**src/rob_settings.svh**
```systemverilog
`ifndef ROB_SETTINGS_SVH
`define ROB_SETTINGS_SVH

// Width of register values and of every ROB value field
`define ROB_DATA_WIDTH 16

// Tag width of one ROB entry
// Depth is 2**ROB_TAG_WIDTH entries
`define ROB_TAG_WIDTH 3

`endif

```
**src/lc3b_rob_pkg.sv**
```systemverilog
`include "rob_settings.svh"

package lc3b_rob_pkg;

	// LC-3b primary opcodes taken from IR[15:12]
	typedef enum logic [3:0] {
		op_br   = 4'b0000, // Conditional branch
		op_add  = 4'b0001,
		op_ldb  = 4'b0010,
		op_stb  = 4'b0011, // Byte store
		op_jsr  = 4'b0100,
		op_and  = 4'b0101,
		op_ldr  = 4'b0110,
		op_st   = 4'b0111, // Word store
		op_rti  = 4'b1000,
		op_not  = 4'b1001,
		op_ldi  = 4'b1010,
		op_sti  = 4'b1011, // Indirect store
		op_jmp  = 4'b1100,
		op_shf  = 4'b1101,
		op_lea  = 4'b1110, // Address known at decode
		op_trap = 4'b1111
	} lc3b_opcode;

	typedef logic [2:0] lc3b_reg; // R0..R7

	// What decode hands to the tail
	typedef struct packed {
		lc3b_opcode                  op;
		lc3b_reg                     dest;
		logic [`ROB_DATA_WIDTH-1:0]  value;   // BR direction in bit 0
		logic                        predict; // Only meaningful for BR
	} rob_dispatch_t;

	// Result broadcast from an execute unit
	typedef struct packed {
		logic [`ROB_TAG_WIDTH-1:0]   tag;
		logic [`ROB_DATA_WIDTH-1:0]  value;
	} rob_complete_t;

	// Forwarded source operand
	typedef struct packed {
		logic [`ROB_DATA_WIDTH-1:0]  value;
		logic                        ready;
	} rob_operand_t;

	// One retired instruction toward the regfile
	typedef struct packed {
		lc3b_opcode                  op;
		lc3b_reg                     dest;
		logic [`ROB_DATA_WIDTH-1:0]  value;
		logic                        writes_reg; // Regfile write enable
	} rob_commit_t;

endpackage

```
**src/rob_control.sv**
```systemverilog
`timescale 1ns/1ps
`include "rob_settings.svh"

// Pointer and occupancy bookkeeping for the reorder buffer
module rob_control
(
	input  logic                      clk,
	input  logic                      rst_n,
	input  logic                      dispatch_valid, // Decode strobe
	input  logic                      retire,         // Head commits this cycle
	input  logic                      mispredict,     // Retiring BR went the wrong way
	output logic                      write_en,       // Dispatch accepted into tail
	output logic                      clear,          // Wipe all ready bits
	output logic [`ROB_TAG_WIDTH-1:0] head,
	output logic [`ROB_TAG_WIDTH-1:0] tail,
	output logic                      full,
	output logic                      empty
);

	localparam logic [`ROB_TAG_WIDTH:0] depth = 1 << `ROB_TAG_WIDTH;

	// Extra bit tells full apart from empty
	logic [`ROB_TAG_WIDTH:0] count;

	assign full  = (count == depth);
	assign empty = (count == '0);

	// Dropped when full or while the flush is being taken
	assign write_en = dispatch_valid && !full && !mispredict;

	assign clear = mispredict; // Storage drops ready bits on the same edge

	// Tail pointer
	always_ff @(posedge clk or negedge rst_n)
	begin
		if (!rst_n)
			tail <= '0;
		else if (mispredict)
			tail <= '0; // Everything younger than the BR is gone
		else if (write_en)
			tail <= tail + 1'b1; // Wraps at depth
	end

	// Head pointer
	always_ff @(posedge clk or negedge rst_n)
	begin
		if (!rst_n)
			head <= '0;
		else if (mispredict)
			head <= '0;
		else if (retire)
			head <= head + 1'b1;
	end

	// Occupancy
	always_ff @(posedge clk or negedge rst_n)
	begin
		if (!rst_n)
			count <= '0;
		else if (mispredict)
			count <= '0;
		else
		begin
			case ({write_en, retire})
				2'b10:   count <= count + 1'b1;
				2'b01:   count <= count - 1'b1;
				default: count <= count; // Both or neither
			endcase
		end
	end

endmodule

```
**src/rob_storage.sv**
```systemverilog
`timescale 1ns/1ps
`include "rob_settings.svh"

// Entry arrays of the reorder buffer
// One FIFO style write at the tail and one tagged completion write per cycle
module rob_storage
(
	input  logic                        clk,
	input  logic                        rst_n,
	input  logic                        write_en,       // Accepted dispatch
	input  logic                        clear,          // Flush edge
	input  logic                        retire,         // Head leaves on this edge
	input  logic [`ROB_TAG_WIDTH-1:0]   tail,
	input  logic [`ROB_TAG_WIDTH-1:0]   head,
	input  lc3b_rob_pkg::rob_dispatch_t dispatch,
	input  logic                        complete_valid,
	input  lc3b_rob_pkg::rob_complete_t complete,
	input  logic [`ROB_TAG_WIDTH-1:0]   sr1_tag,
	input  logic [`ROB_TAG_WIDTH-1:0]   sr2_tag,
	output lc3b_rob_pkg::rob_dispatch_t head_entry,
	output logic                        head_ready,
	output lc3b_rob_pkg::rob_operand_t  sr1_operand,
	output lc3b_rob_pkg::rob_operand_t  sr2_operand
);

	localparam int depth = 1 << `ROB_TAG_WIDTH;

	// Per entry fields
	lc3b_rob_pkg::lc3b_opcode   op_q    [depth];
	lc3b_rob_pkg::lc3b_reg      dest_q  [depth];
	logic [`ROB_DATA_WIDTH-1:0] value_q [depth];
	logic                       predict_q [depth];
	logic [depth-1:0]           ready_q;

	logic dispatch_ready; // Entry needs no execute unit

	always_comb
	begin
		case (dispatch.op)
			lc3b_rob_pkg::op_br,
			lc3b_rob_pkg::op_lea: dispatch_ready = 1'b1; // Resolved in decode
			default:              dispatch_ready = 1'b0;
		endcase
	end

	// Ready bits
	always_ff @(posedge clk or negedge rst_n)
	begin
		if (!rst_n)
			ready_q <= '0;
		else if (clear)
			ready_q <= '0; // Mispredict wipes the window
		else
		begin
			if (complete_valid)
				ready_q[complete.tag] <= 1'b1;
			if (retire)
				ready_q[head] <= 1'b0; // Slot is free again
			if (write_en)
				ready_q[tail] <= dispatch_ready; // New entry wins
		end
	end

	// Payload
	always_ff @(posedge clk)
	begin
		if (complete_valid && !clear)
			value_q[complete.tag] <= complete.value; // Result from execute
		if (write_en)
		begin
			op_q[tail]      <= dispatch.op;
			dest_q[tail]    <= dispatch.dest;
			value_q[tail]   <= dispatch.value; // Direction or address for BR and LEA
			predict_q[tail] <= dispatch.predict;
		end
	end

	// Oldest entry toward retirement
	assign head_entry.op      = op_q[head];
	assign head_entry.dest    = dest_q[head];
	assign head_entry.value   = value_q[head];
	assign head_entry.predict = predict_q[head];
	assign head_ready         = ready_q[head];

	// Forwarding lookups by tag
	assign sr1_operand.value = value_q[sr1_tag];
	assign sr1_operand.ready = ready_q[sr1_tag];
	assign sr2_operand.value = value_q[sr2_tag];
	assign sr2_operand.ready = ready_q[sr2_tag];

endmodule

```
**src/rob_retire.sv**
```systemverilog
`timescale 1ns/1ps
`include "rob_settings.svh"

// In-order commit of the head entry
// Purely combinational so commit shows in the same cycle the head turns ready
module rob_retire
(
	input  lc3b_rob_pkg::rob_dispatch_t head_entry,
	input  logic                        head_ready,
	input  logic                        empty,
	output logic                        retire,       // Advance head at next edge
	output logic                        mispredict,   // BR direction disagreed
	output logic                        commit_valid,
	output lc3b_rob_pkg::rob_commit_t   commit
);

	logic is_branch;
	logic has_dest; // Opcode produces a register result

	// Stale ready bits are ignored when nothing is in flight
	assign retire = !empty && head_ready;

	assign commit_valid = retire;

	assign is_branch = (head_entry.op == lc3b_rob_pkg::op_br);

	// Stores and branches leave the regfile alone
	always_comb
	begin
		case (head_entry.op)
			lc3b_rob_pkg::op_br,
			lc3b_rob_pkg::op_st,
			lc3b_rob_pkg::op_stb,
			lc3b_rob_pkg::op_sti: has_dest = 1'b0;
			default:              has_dest = 1'b1;
		endcase
	end

	// Commit record
	assign commit.op         = head_entry.op;
	assign commit.dest       = head_entry.dest;
	assign commit.value      = head_entry.value;
	assign commit.writes_reg = has_dest;

	// Bit 0 of a BR value holds the resolved direction
	assign mispredict = retire && is_branch
		&& (head_entry.value[0] != head_entry.predict);

endmodule

```
**src/rob_unit.sv**
```systemverilog
`timescale 1ns/1ps
`include "rob_settings.svh"

// Reorder buffer top for the LC-3b out-of-order core
module rob_unit
(
	input  logic                        clk,
	input  logic                        rst_n,
	input  logic                        dispatch_valid,
	input  lc3b_rob_pkg::rob_dispatch_t dispatch,
	input  logic                        complete_valid,
	input  lc3b_rob_pkg::rob_complete_t complete,
	input  logic [`ROB_TAG_WIDTH-1:0]   sr1_tag,
	input  logic [`ROB_TAG_WIDTH-1:0]   sr2_tag,
	output logic [`ROB_TAG_WIDTH-1:0]   dispatch_tag, // Where the next dispatch lands
	output logic                        full,
	output logic                        empty,
	output lc3b_rob_pkg::rob_operand_t  sr1_operand,
	output lc3b_rob_pkg::rob_operand_t  sr2_operand,
	output logic                        commit_valid,
	output lc3b_rob_pkg::rob_commit_t   commit,
	output logic                        flush
);

	logic                        write_en;
	logic                        clear;
	logic                        retire;
	logic                        mispredict;
	logic [`ROB_TAG_WIDTH-1:0]   head;
	logic [`ROB_TAG_WIDTH-1:0]   tail;
	lc3b_rob_pkg::rob_dispatch_t head_entry;
	logic                        head_ready;

	assign dispatch_tag = tail;
	assign flush        = mispredict; // Front end redirects on this

	rob_control u_control (
		.clk            (clk),
		.rst_n          (rst_n),
		.dispatch_valid (dispatch_valid),
		.retire         (retire),
		.mispredict     (mispredict),
		.write_en       (write_en),
		.clear          (clear),
		.head           (head),
		.tail           (tail),
		.full           (full),
		.empty          (empty)
	);

	rob_storage u_storage (
		.clk            (clk),
		.rst_n          (rst_n),
		.write_en       (write_en),
		.clear          (clear),
		.retire         (retire),
		.tail           (tail),
		.head           (head),
		.dispatch       (dispatch),
		.complete_valid (complete_valid),
		.complete       (complete),
		.sr1_tag        (sr1_tag),
		.sr2_tag        (sr2_tag),
		.head_entry     (head_entry),
		.head_ready     (head_ready),
		.sr1_operand    (sr1_operand),
		.sr2_operand    (sr2_operand)
	);

	rob_retire u_retire (
		.head_entry   (head_entry),
		.head_ready   (head_ready),
		.empty        (empty),
		.retire       (retire),
		.mispredict   (mispredict),
		.commit_valid (commit_valid),
		.commit       (commit)
	);

endmodule

```
**config.mk**
```make
export PLATFORM = sky130hd
export DESIGN_NAME = rob_unit
export DESIGN_NICKNAME = d
export VERILOG_FILES = /design/src/lc3b_rob_pkg.sv /design/src/rob_control.sv /design/src/rob_storage.sv /design/src/rob_retire.sv /design/src/rob_unit.sv
export VERILOG_INCLUDE_DIRS = /design/src /design/src/src
export SDC_FILE = /design/constraint.sdc
export NUM_CORES = 1
export LEC_CHECK = 0
export BUFFER_PORTS_ARGS = -buffer_cell sky130_fd_sc_hd__buf_2
export CAP_MARGIN = 20
export CORE_ASPECT_RATIO = 0.9
export CORE_UTILIZATION = 49
export DETAILED_ROUTE_END_ITERATION = 10
export PLACE_DENSITY_LB_ADDON = 0.08
export SKIP_CTS_REPAIR_TIMING = 1
export SLEW_MARGIN = 10
export SYNTH_ARGS = -nofsm -noshare
export SYNTH_HDL_FRONTEND = slang
export SYNTH_HIERARCHICAL = 1
export SYNTH_SLANG_ARGS = --single-unit
```
**constraint.sdc**
```tcl
create_clock -name clk -period 5.44 [get_ports clk]
set_input_delay 1.088 -clock clk [delete_from_list [all_inputs] [get_ports clk]]
set_output_delay 1.088 -clock clk [all_outputs]
set_load 0.05 [all_outputs]
```
==> reports/qor.txt, run 1 <==
Worst slew margin - 26.47%
drt initial violations - 800
Hold WC Path Type - input port to async pin
Final Util - 56.12%
clk sinks - 210
die span in y - 155.3 microns
antenna violations before repair - 1
row count - 55
Tot GR Track Use - 28.36%
Pleak - 5.544 nW
chip width - 172.3 microns
# setup viols final - 0
Synth Net Count - 1,082
Post-Route WL - 36.78 mm
DP HPWL - 22.35 mm
Post-Syn Area - 12,790 sq um
clock slew at reported path FFs - 60 ps
antenna viol nets, final - 0
worst-case reg-to-reg path depth - 9
largest net degree at the start of global routing - 35
RSZ-0062 raised after global routing - false
CTS Buf Count - 24
EDFF count, synth - 192
CP max stage delay - 830 ps
global-route wire length before repair - 54.81 mm
core area - 25,390 sq um
CTS Buffer Depth - 3
Post-Route Setup TNS - 0 ps
top post-synthesis cells by count - nand2_1, edfxtp_1, mux4_2
share of flip-flops with an asynchronous set or reset - 8.571%
f_max - 210.4 MHz
YS warnings - 6
Reg2Reg Setup Slack - 1050 ps
fin nets - 1,130
CP Launch Type - flop
H-Tree Depth - 1
final hold violations - 0
Worst EP required - 4350 ps
Routed wire per std cell - 25.68 microns
worst hold margin - 532.2 ps
Cell Pwr Density - 552.9 nW/um^2
CP max-delay cell - dfrtp_4
total number of vias - 8,698
Worst Tran Pin Value - 1103 ps
CP arrival - 3670 ps
Worst Setup End Kind - output pin
vias per cell - 6.074
# IOs - 118
Root Driver - clkbuf_16
Port-buffer cells - 117
vias in the first global route - 8,610
Synth top area share - 45.07%
number of diodes - 0
CP Max Fanout - 32
Tmin final - 4754 ps
leading cell type by number of instances after synthesis - nand2_1
worst-case clock skew - 18.76 ps
worst setup path class - flop to output pin
final period utilization - 87.38%
crit path cell chain - mux4_2 -> mux2_2 -> or3_1 -> nor4b_4 -> buf_4 -> buf_2
Synth area leader - edfxtp_1
drt first pass iters - 5
clock latency on the worst-skew pair - 530 ps
TritonCTS clock tree - yes
max_cap viols - 0
Synth Flop Type - edfxtp_1
synth top area cells - edfxtp_1, mux4_2, nand2_1, mux2_2, dfrtp_1
Die Footprint - 26,750 sq um
Max Slew Vio Count - 0
grt total ovfl - 0
Netlist cell types - 62
Max VDD drop - 0.4535 mV
sequential area share after synthesis - 48.60%
share of cells above drive strength 1 - 34.95%
GP Congestion - 0.8186
post-synthesis register bit count - 210
post-route DRC violation count - 0
Area Overhead vs Synth - 11.41%
status - finished, final reports clean
Synth Area per Inst - 12.49 sq um
Cells after Synth - 1,024
effective utilization at floorplan - 50.37%
## area by class of cell
cell class | instances | area [sq um]
clock inverter | 19 | 282.8
tap | 342 | 427.9
fill | 2078 | 11140
multi-input combinational | 678 | 5809
sequential | 210 | 6222
timing repair buffer | 147 | 855.8
clock buffer | 25 | 604.3
inverter | 11 | 47.55
## where the power goes
group / switching, mW / internal [mW]
clock: 0.672 / 1.14
combinational: 2.21 / 1.33
sequential: 0.360 / 2.16
## worst paths after layout
path | startpoint | to
max | u_control/head[0] | flush
max in group asynchronous | rst_n | u_control/head[0]
min | rst_n | u_storage/ready_q[3]
min in group clk | u_control/count[3] | u_control/count[3]
max reg2reg | u_control/head[0] | u_storage/value_q[0][9]
min reg2reg | u_control/count[3] | u_control/count[3]
## logic make-up (layout without fill, tap and decap cells)
logic type / after synthesis / count (layout) / synth area share [%]
and+or+nand+nor: 443 / 443 / 15.07
xor gates and xnor gates: 6 / 6 / 0.4108
buffers and inverters: 136 / 202 / 6.495
adders and majority gates: 5 / 5 / 0.5478
muxes: 179 / 179 / 26.57
AOI/OAI and AO/OA: 45 / 45 / 2.308
DFF: 210 / 210 / 48.60
## flip-flops by register name (all words and copies together) (netlist names)
| register | cells |
|---|---|
| u_storage/op_q | 32 |
| u_control/tail | 3 |
| u_storage/value_q | 128 |
| u_storage/ready_q | 8 |
| u_control/count | 4 |
| u_storage/predict_q | 8 |
| u_storage/dest_q | 24 |
| u_control/head | 3 |
## per-layer routing
layer	GRT usage (%)	share of wire [%]	vias up
met3	4.045	7.6	60
met5	0	0.022	-
met1	40.87	43	4386
li1	-	-	3844
met4	7.080	2.0	2
met2	45.45	47	406
## stage by stage
step | cells | power (mW) | worst slack [ps] | instance area (sq um)
4_1_cts | 1431 | 7.899 | 616.5 | 14230
3_3_place_gp | 1387 | 6.052 | 1169 | 13350
3_5_place_dp | 1387 | 6.083 | 1050 | 13350
5_1_grt | 1432 | 8.206 | 495.3 | 14250
6_report | 1432 | 7.878 | 686.3 | 14250
2_1_floorplan | 1024 | 5.420 | 249.0 | 12800
## worst max-delay path, delay by kind of cell (launching register included)
kind | cells | cell delay (ps)
mux | 2 | 880
flops | 1 | 830
simple gates | 2 | 740
buf+inv | 2 | 660
## layout by cell type (no fill, tap or decap), drive strengths merged, types with 3 or more instances in the layout
master,netlist,routed
a21oi,11,11
clkinv,5,16
nand3b,3,3
edfxtp,192,192
or4b,3,3
nor3,4,4
inv,6,6
o21ai,17,17
xor2,4,4
mux4,118,118
o211ai,7,7
dfrtp,18,18
nand3,4,4
ha,4,4
nand4b,7,7
nand4bb,6,6
nor2,6,6
mux2,59,59
nand2,389,389
and4b,4,4
buf,105,147
clkbuf,20,25
nor4bb,3,3
bufinv,0,7
(Power assumes the default switching activity.)
==> inputs of run 2 (changes only) <==
Settings changed: ABC_AREA set to 1.
==> run 2 against run 1 <==
Against the previous run:
- utilization fell by 0.64 points
- first-iteration DRC count rose by 96%
- synthesized cell count rose by 54%
- via count rose by 32%
- worst setup slack improved by 270 ps
- critical path type is now flop to flop
- critical endpoint is now u_storage/value_q[2][12]
==> reports/qor.txt, run 2 <==
status - finished, final reports clean
antenna viol nets, final - 0
sequential area share after synthesis - 48.30%
most flop-heavy register - u_storage/value_q
core area - 25,460 sq um
DP Area - 13,360 sq um
Comb power frac - 47.3%
number of diodes - 0
global-route wire length before repair - 61.63 mm
top post-synthesis cells by count - nand2_1, o21ai_0, edfxtp_1
clk sinks - 210
row count - 55
Max Slew Vio Count - 0
drt initial violations - 1,569
TritonCTS clock tree - yes
Cells after Synth - 1,581
# setup viols final - 0
grt total ovfl - 0
Synth Flop Type - edfxtp_1
internal power - 3.982 mW
antenna violations before repair - 0
Post-Syn Area - 12,870 sq um
CP Launch Type - flop
Synth Area per Inst - 8.140 sq um
largest net degree at the start of global routing - 119
Sw Pwr - 3.578 mW
post-route DRC violation count - 0
post-synthesis register bit count - 210
synth top area cells - edfxtp_1, nand2_1, o211ai_1, o21ai_0, dfrtp_1
Worst Setup End Kind - flop
Port-buffer cells - 117
drt first pass iters - 5
Post-Route Setup TNS - 0 ps
effective utilization at floorplan - 50.54%
max_cap viols - 0
Die Footprint - 26,920 sq um
Post-Route WL - 40.58 mm
Routed wire per std cell - 20.65 microns
# fillers - 2,380
Cell Pwr Density - 535.2 nW/um^2
leading cell type by number of instances after synthesis - nand2_1
Reg2Reg Setup Slack - 950 ps
switching share of total power - 47.33%
Critical path origin - u_control/head[2]
Synth area leader - edfxtp_1
Root Driver - clkbuf_16
# IOs - 118
Area Overhead vs Synth - 9.771%
share of flip-flops with an asynchronous set or reset - 8.571%
CP Max Fanout - 19
final period utilization - 82.46%
clock slew at reported path FFs - 60 ps
Pleak - 6.009 nW
Synth top area share - 44.80%
Tmin final - 4486 ps
worst-case clock skew - 13.63 ps
Worst Tran Pin Value - 1100 ps
final hold violations - 0
biggest regs - u_storage/value_q: 128 flops, u_storage/op_q: 32 flops, u_storage/dest_q: 24 flops
Hold WC Path Type - input port to async pin
CTS Buffer Depth - 3
vias per cell - 5.834
Reg2Reg Capture Point - u_storage/value_q[2][12]
CTS Buf Count - 24
EDFF count, synth - 192
Max VDD drop - 0.3155 mV
most common cell after layout, fill and taps aside - nand2_1
die span in y - 155.7 microns
GP Congestion - 0.9437
clock latency on the worst-skew pair - 520 ps
Tot GR Track Use - 30.15%
fin nets - 1,664
Worst EP required - 5680 ps
share of cells above drive strength 1 - 14.54%
Worst slew margin - 26.68%
chip width - 172.8 microns
Synth Net Count - 1,639
CP arrival - 4730 ps
vias in the first global route - 9,855
worst setup path endpoint - u_storage/value_q[2][12]
Netlist cell types - 29
commonest cells after routing, fill and taps aside - nand2_1, o21ai_0, edfxtp_1
f_max - 222.9 MHz
YS warnings - 6
RSZ-0062 raised after global routing - false
worst-case reg-to-reg path depth - 17
RR Startpoint - u_control/head[2]
total number of vias - 11,460
H-Tree Depth - 1
clock power share - 20.8%
worst setup path class - flop to flop
sequential share of power - 31.9%
Largest register FFs - 128
Finished Cell Area - 14,130 sq um
DP HPWL - 28.19 mm
run 2: how the worst min path moves through the flow:
stage / from / end / slack (ps) / cells after the start
6_report: rst_n / u_control/head[0] / 510 / 1
5_1_grt: rst_n / u_storage/ready_q[4] / 540 / 1
4_1_cts: rst_n / u_control/head[0] / 520 / 1
3_5_place_dp: u_control/count[3] / u_control/count[3] / 560 / 2
3_3_place_gp: u_control/count[3] / u_control/count[3] / 540 / 2
2_1_floorplan: u_control/count[3] / u_control/count[3] / 510 / 2
run 2: layout make-up:
cell class,count,area [sq um],share of cell area (%)
Clock buffer,35,693.2,4.907
Clock inverter,8,70.07,0.4960
Inverter,128,494.2,3.499
Multi-Input combinational cell,1091,5375,38.05
Sequential cell,210,6220,44.03
Tap cell,342,427.9,3.029
Timing Repair Buffer,151,845.8,5.988
run 2: power by group through the flow:
stage	Combinational, mW	Clock [mW]	Sequential (mW)
floorplan	2.94	0	2.35
finish	3.58	1.57	2.41
detailed placement	3.54	0	2.43
global placement	3.50	0	2.42
global route	3.88	1.65	2.44
CTS	3.54	1.59	2.40
run 2: routing by layer:
layer	routed length, microns	GRT usage [%]
met2	14770	36.83
met3	6167	11.77
met5	0	0
met1	19170	48.89
met4	467	4.509
run 2: stage by stage:
step | power (mW) | hold WS (ps) | setup WS [ps] | instances | utilization [%]
after global routing | 7.964 | 544.8 | 629.3 | 1965 | 55.48
after CTS | 7.533 | 515.3 | 975.2 | 1965 | 55.48
final | 7.560 | 511.1 | 954.1 | 1965 | 55.48
after floorplan | 5.296 | 508.8 | 122.5 | 1581 | -
after detailed placement | 5.965 | 560.1 | 1020 | 1922 | 52.48
after global placement | 5.920 | 543.4 | 1193 | 1922 | 52.48
run 2: logic make-up (layout without fill, tap and decap cells):
group	Yosys count	in the layout	share of synthesized area [%]
adder cells (fa/ha/maj)	5	5	0.5445
XOR/XNOR	2	2	0.1361
AND/OR/NAND/NOR	622	622	19.98
flip-flops	210	210	48.30
buffers and inverters	280	322	9.927
AO/OA/AOI/OAI	462	462	21.11
run 2: critical path, stage by stage (launching register included):
cell,delay [ps]
dfrtp_1,460
nand2_2,200
clkinv_1,490
o211ai_1,170
nand4_1,140
inv_1,60
nor2_2,530
nand2_1,100
nor2_1,350
bufinv_8,280
nand3_2,110
inv_1,80
nand2_1,160
nor2_2,50
buf_4,190
inv_1,420
buf_4,300
o21ai_0,110
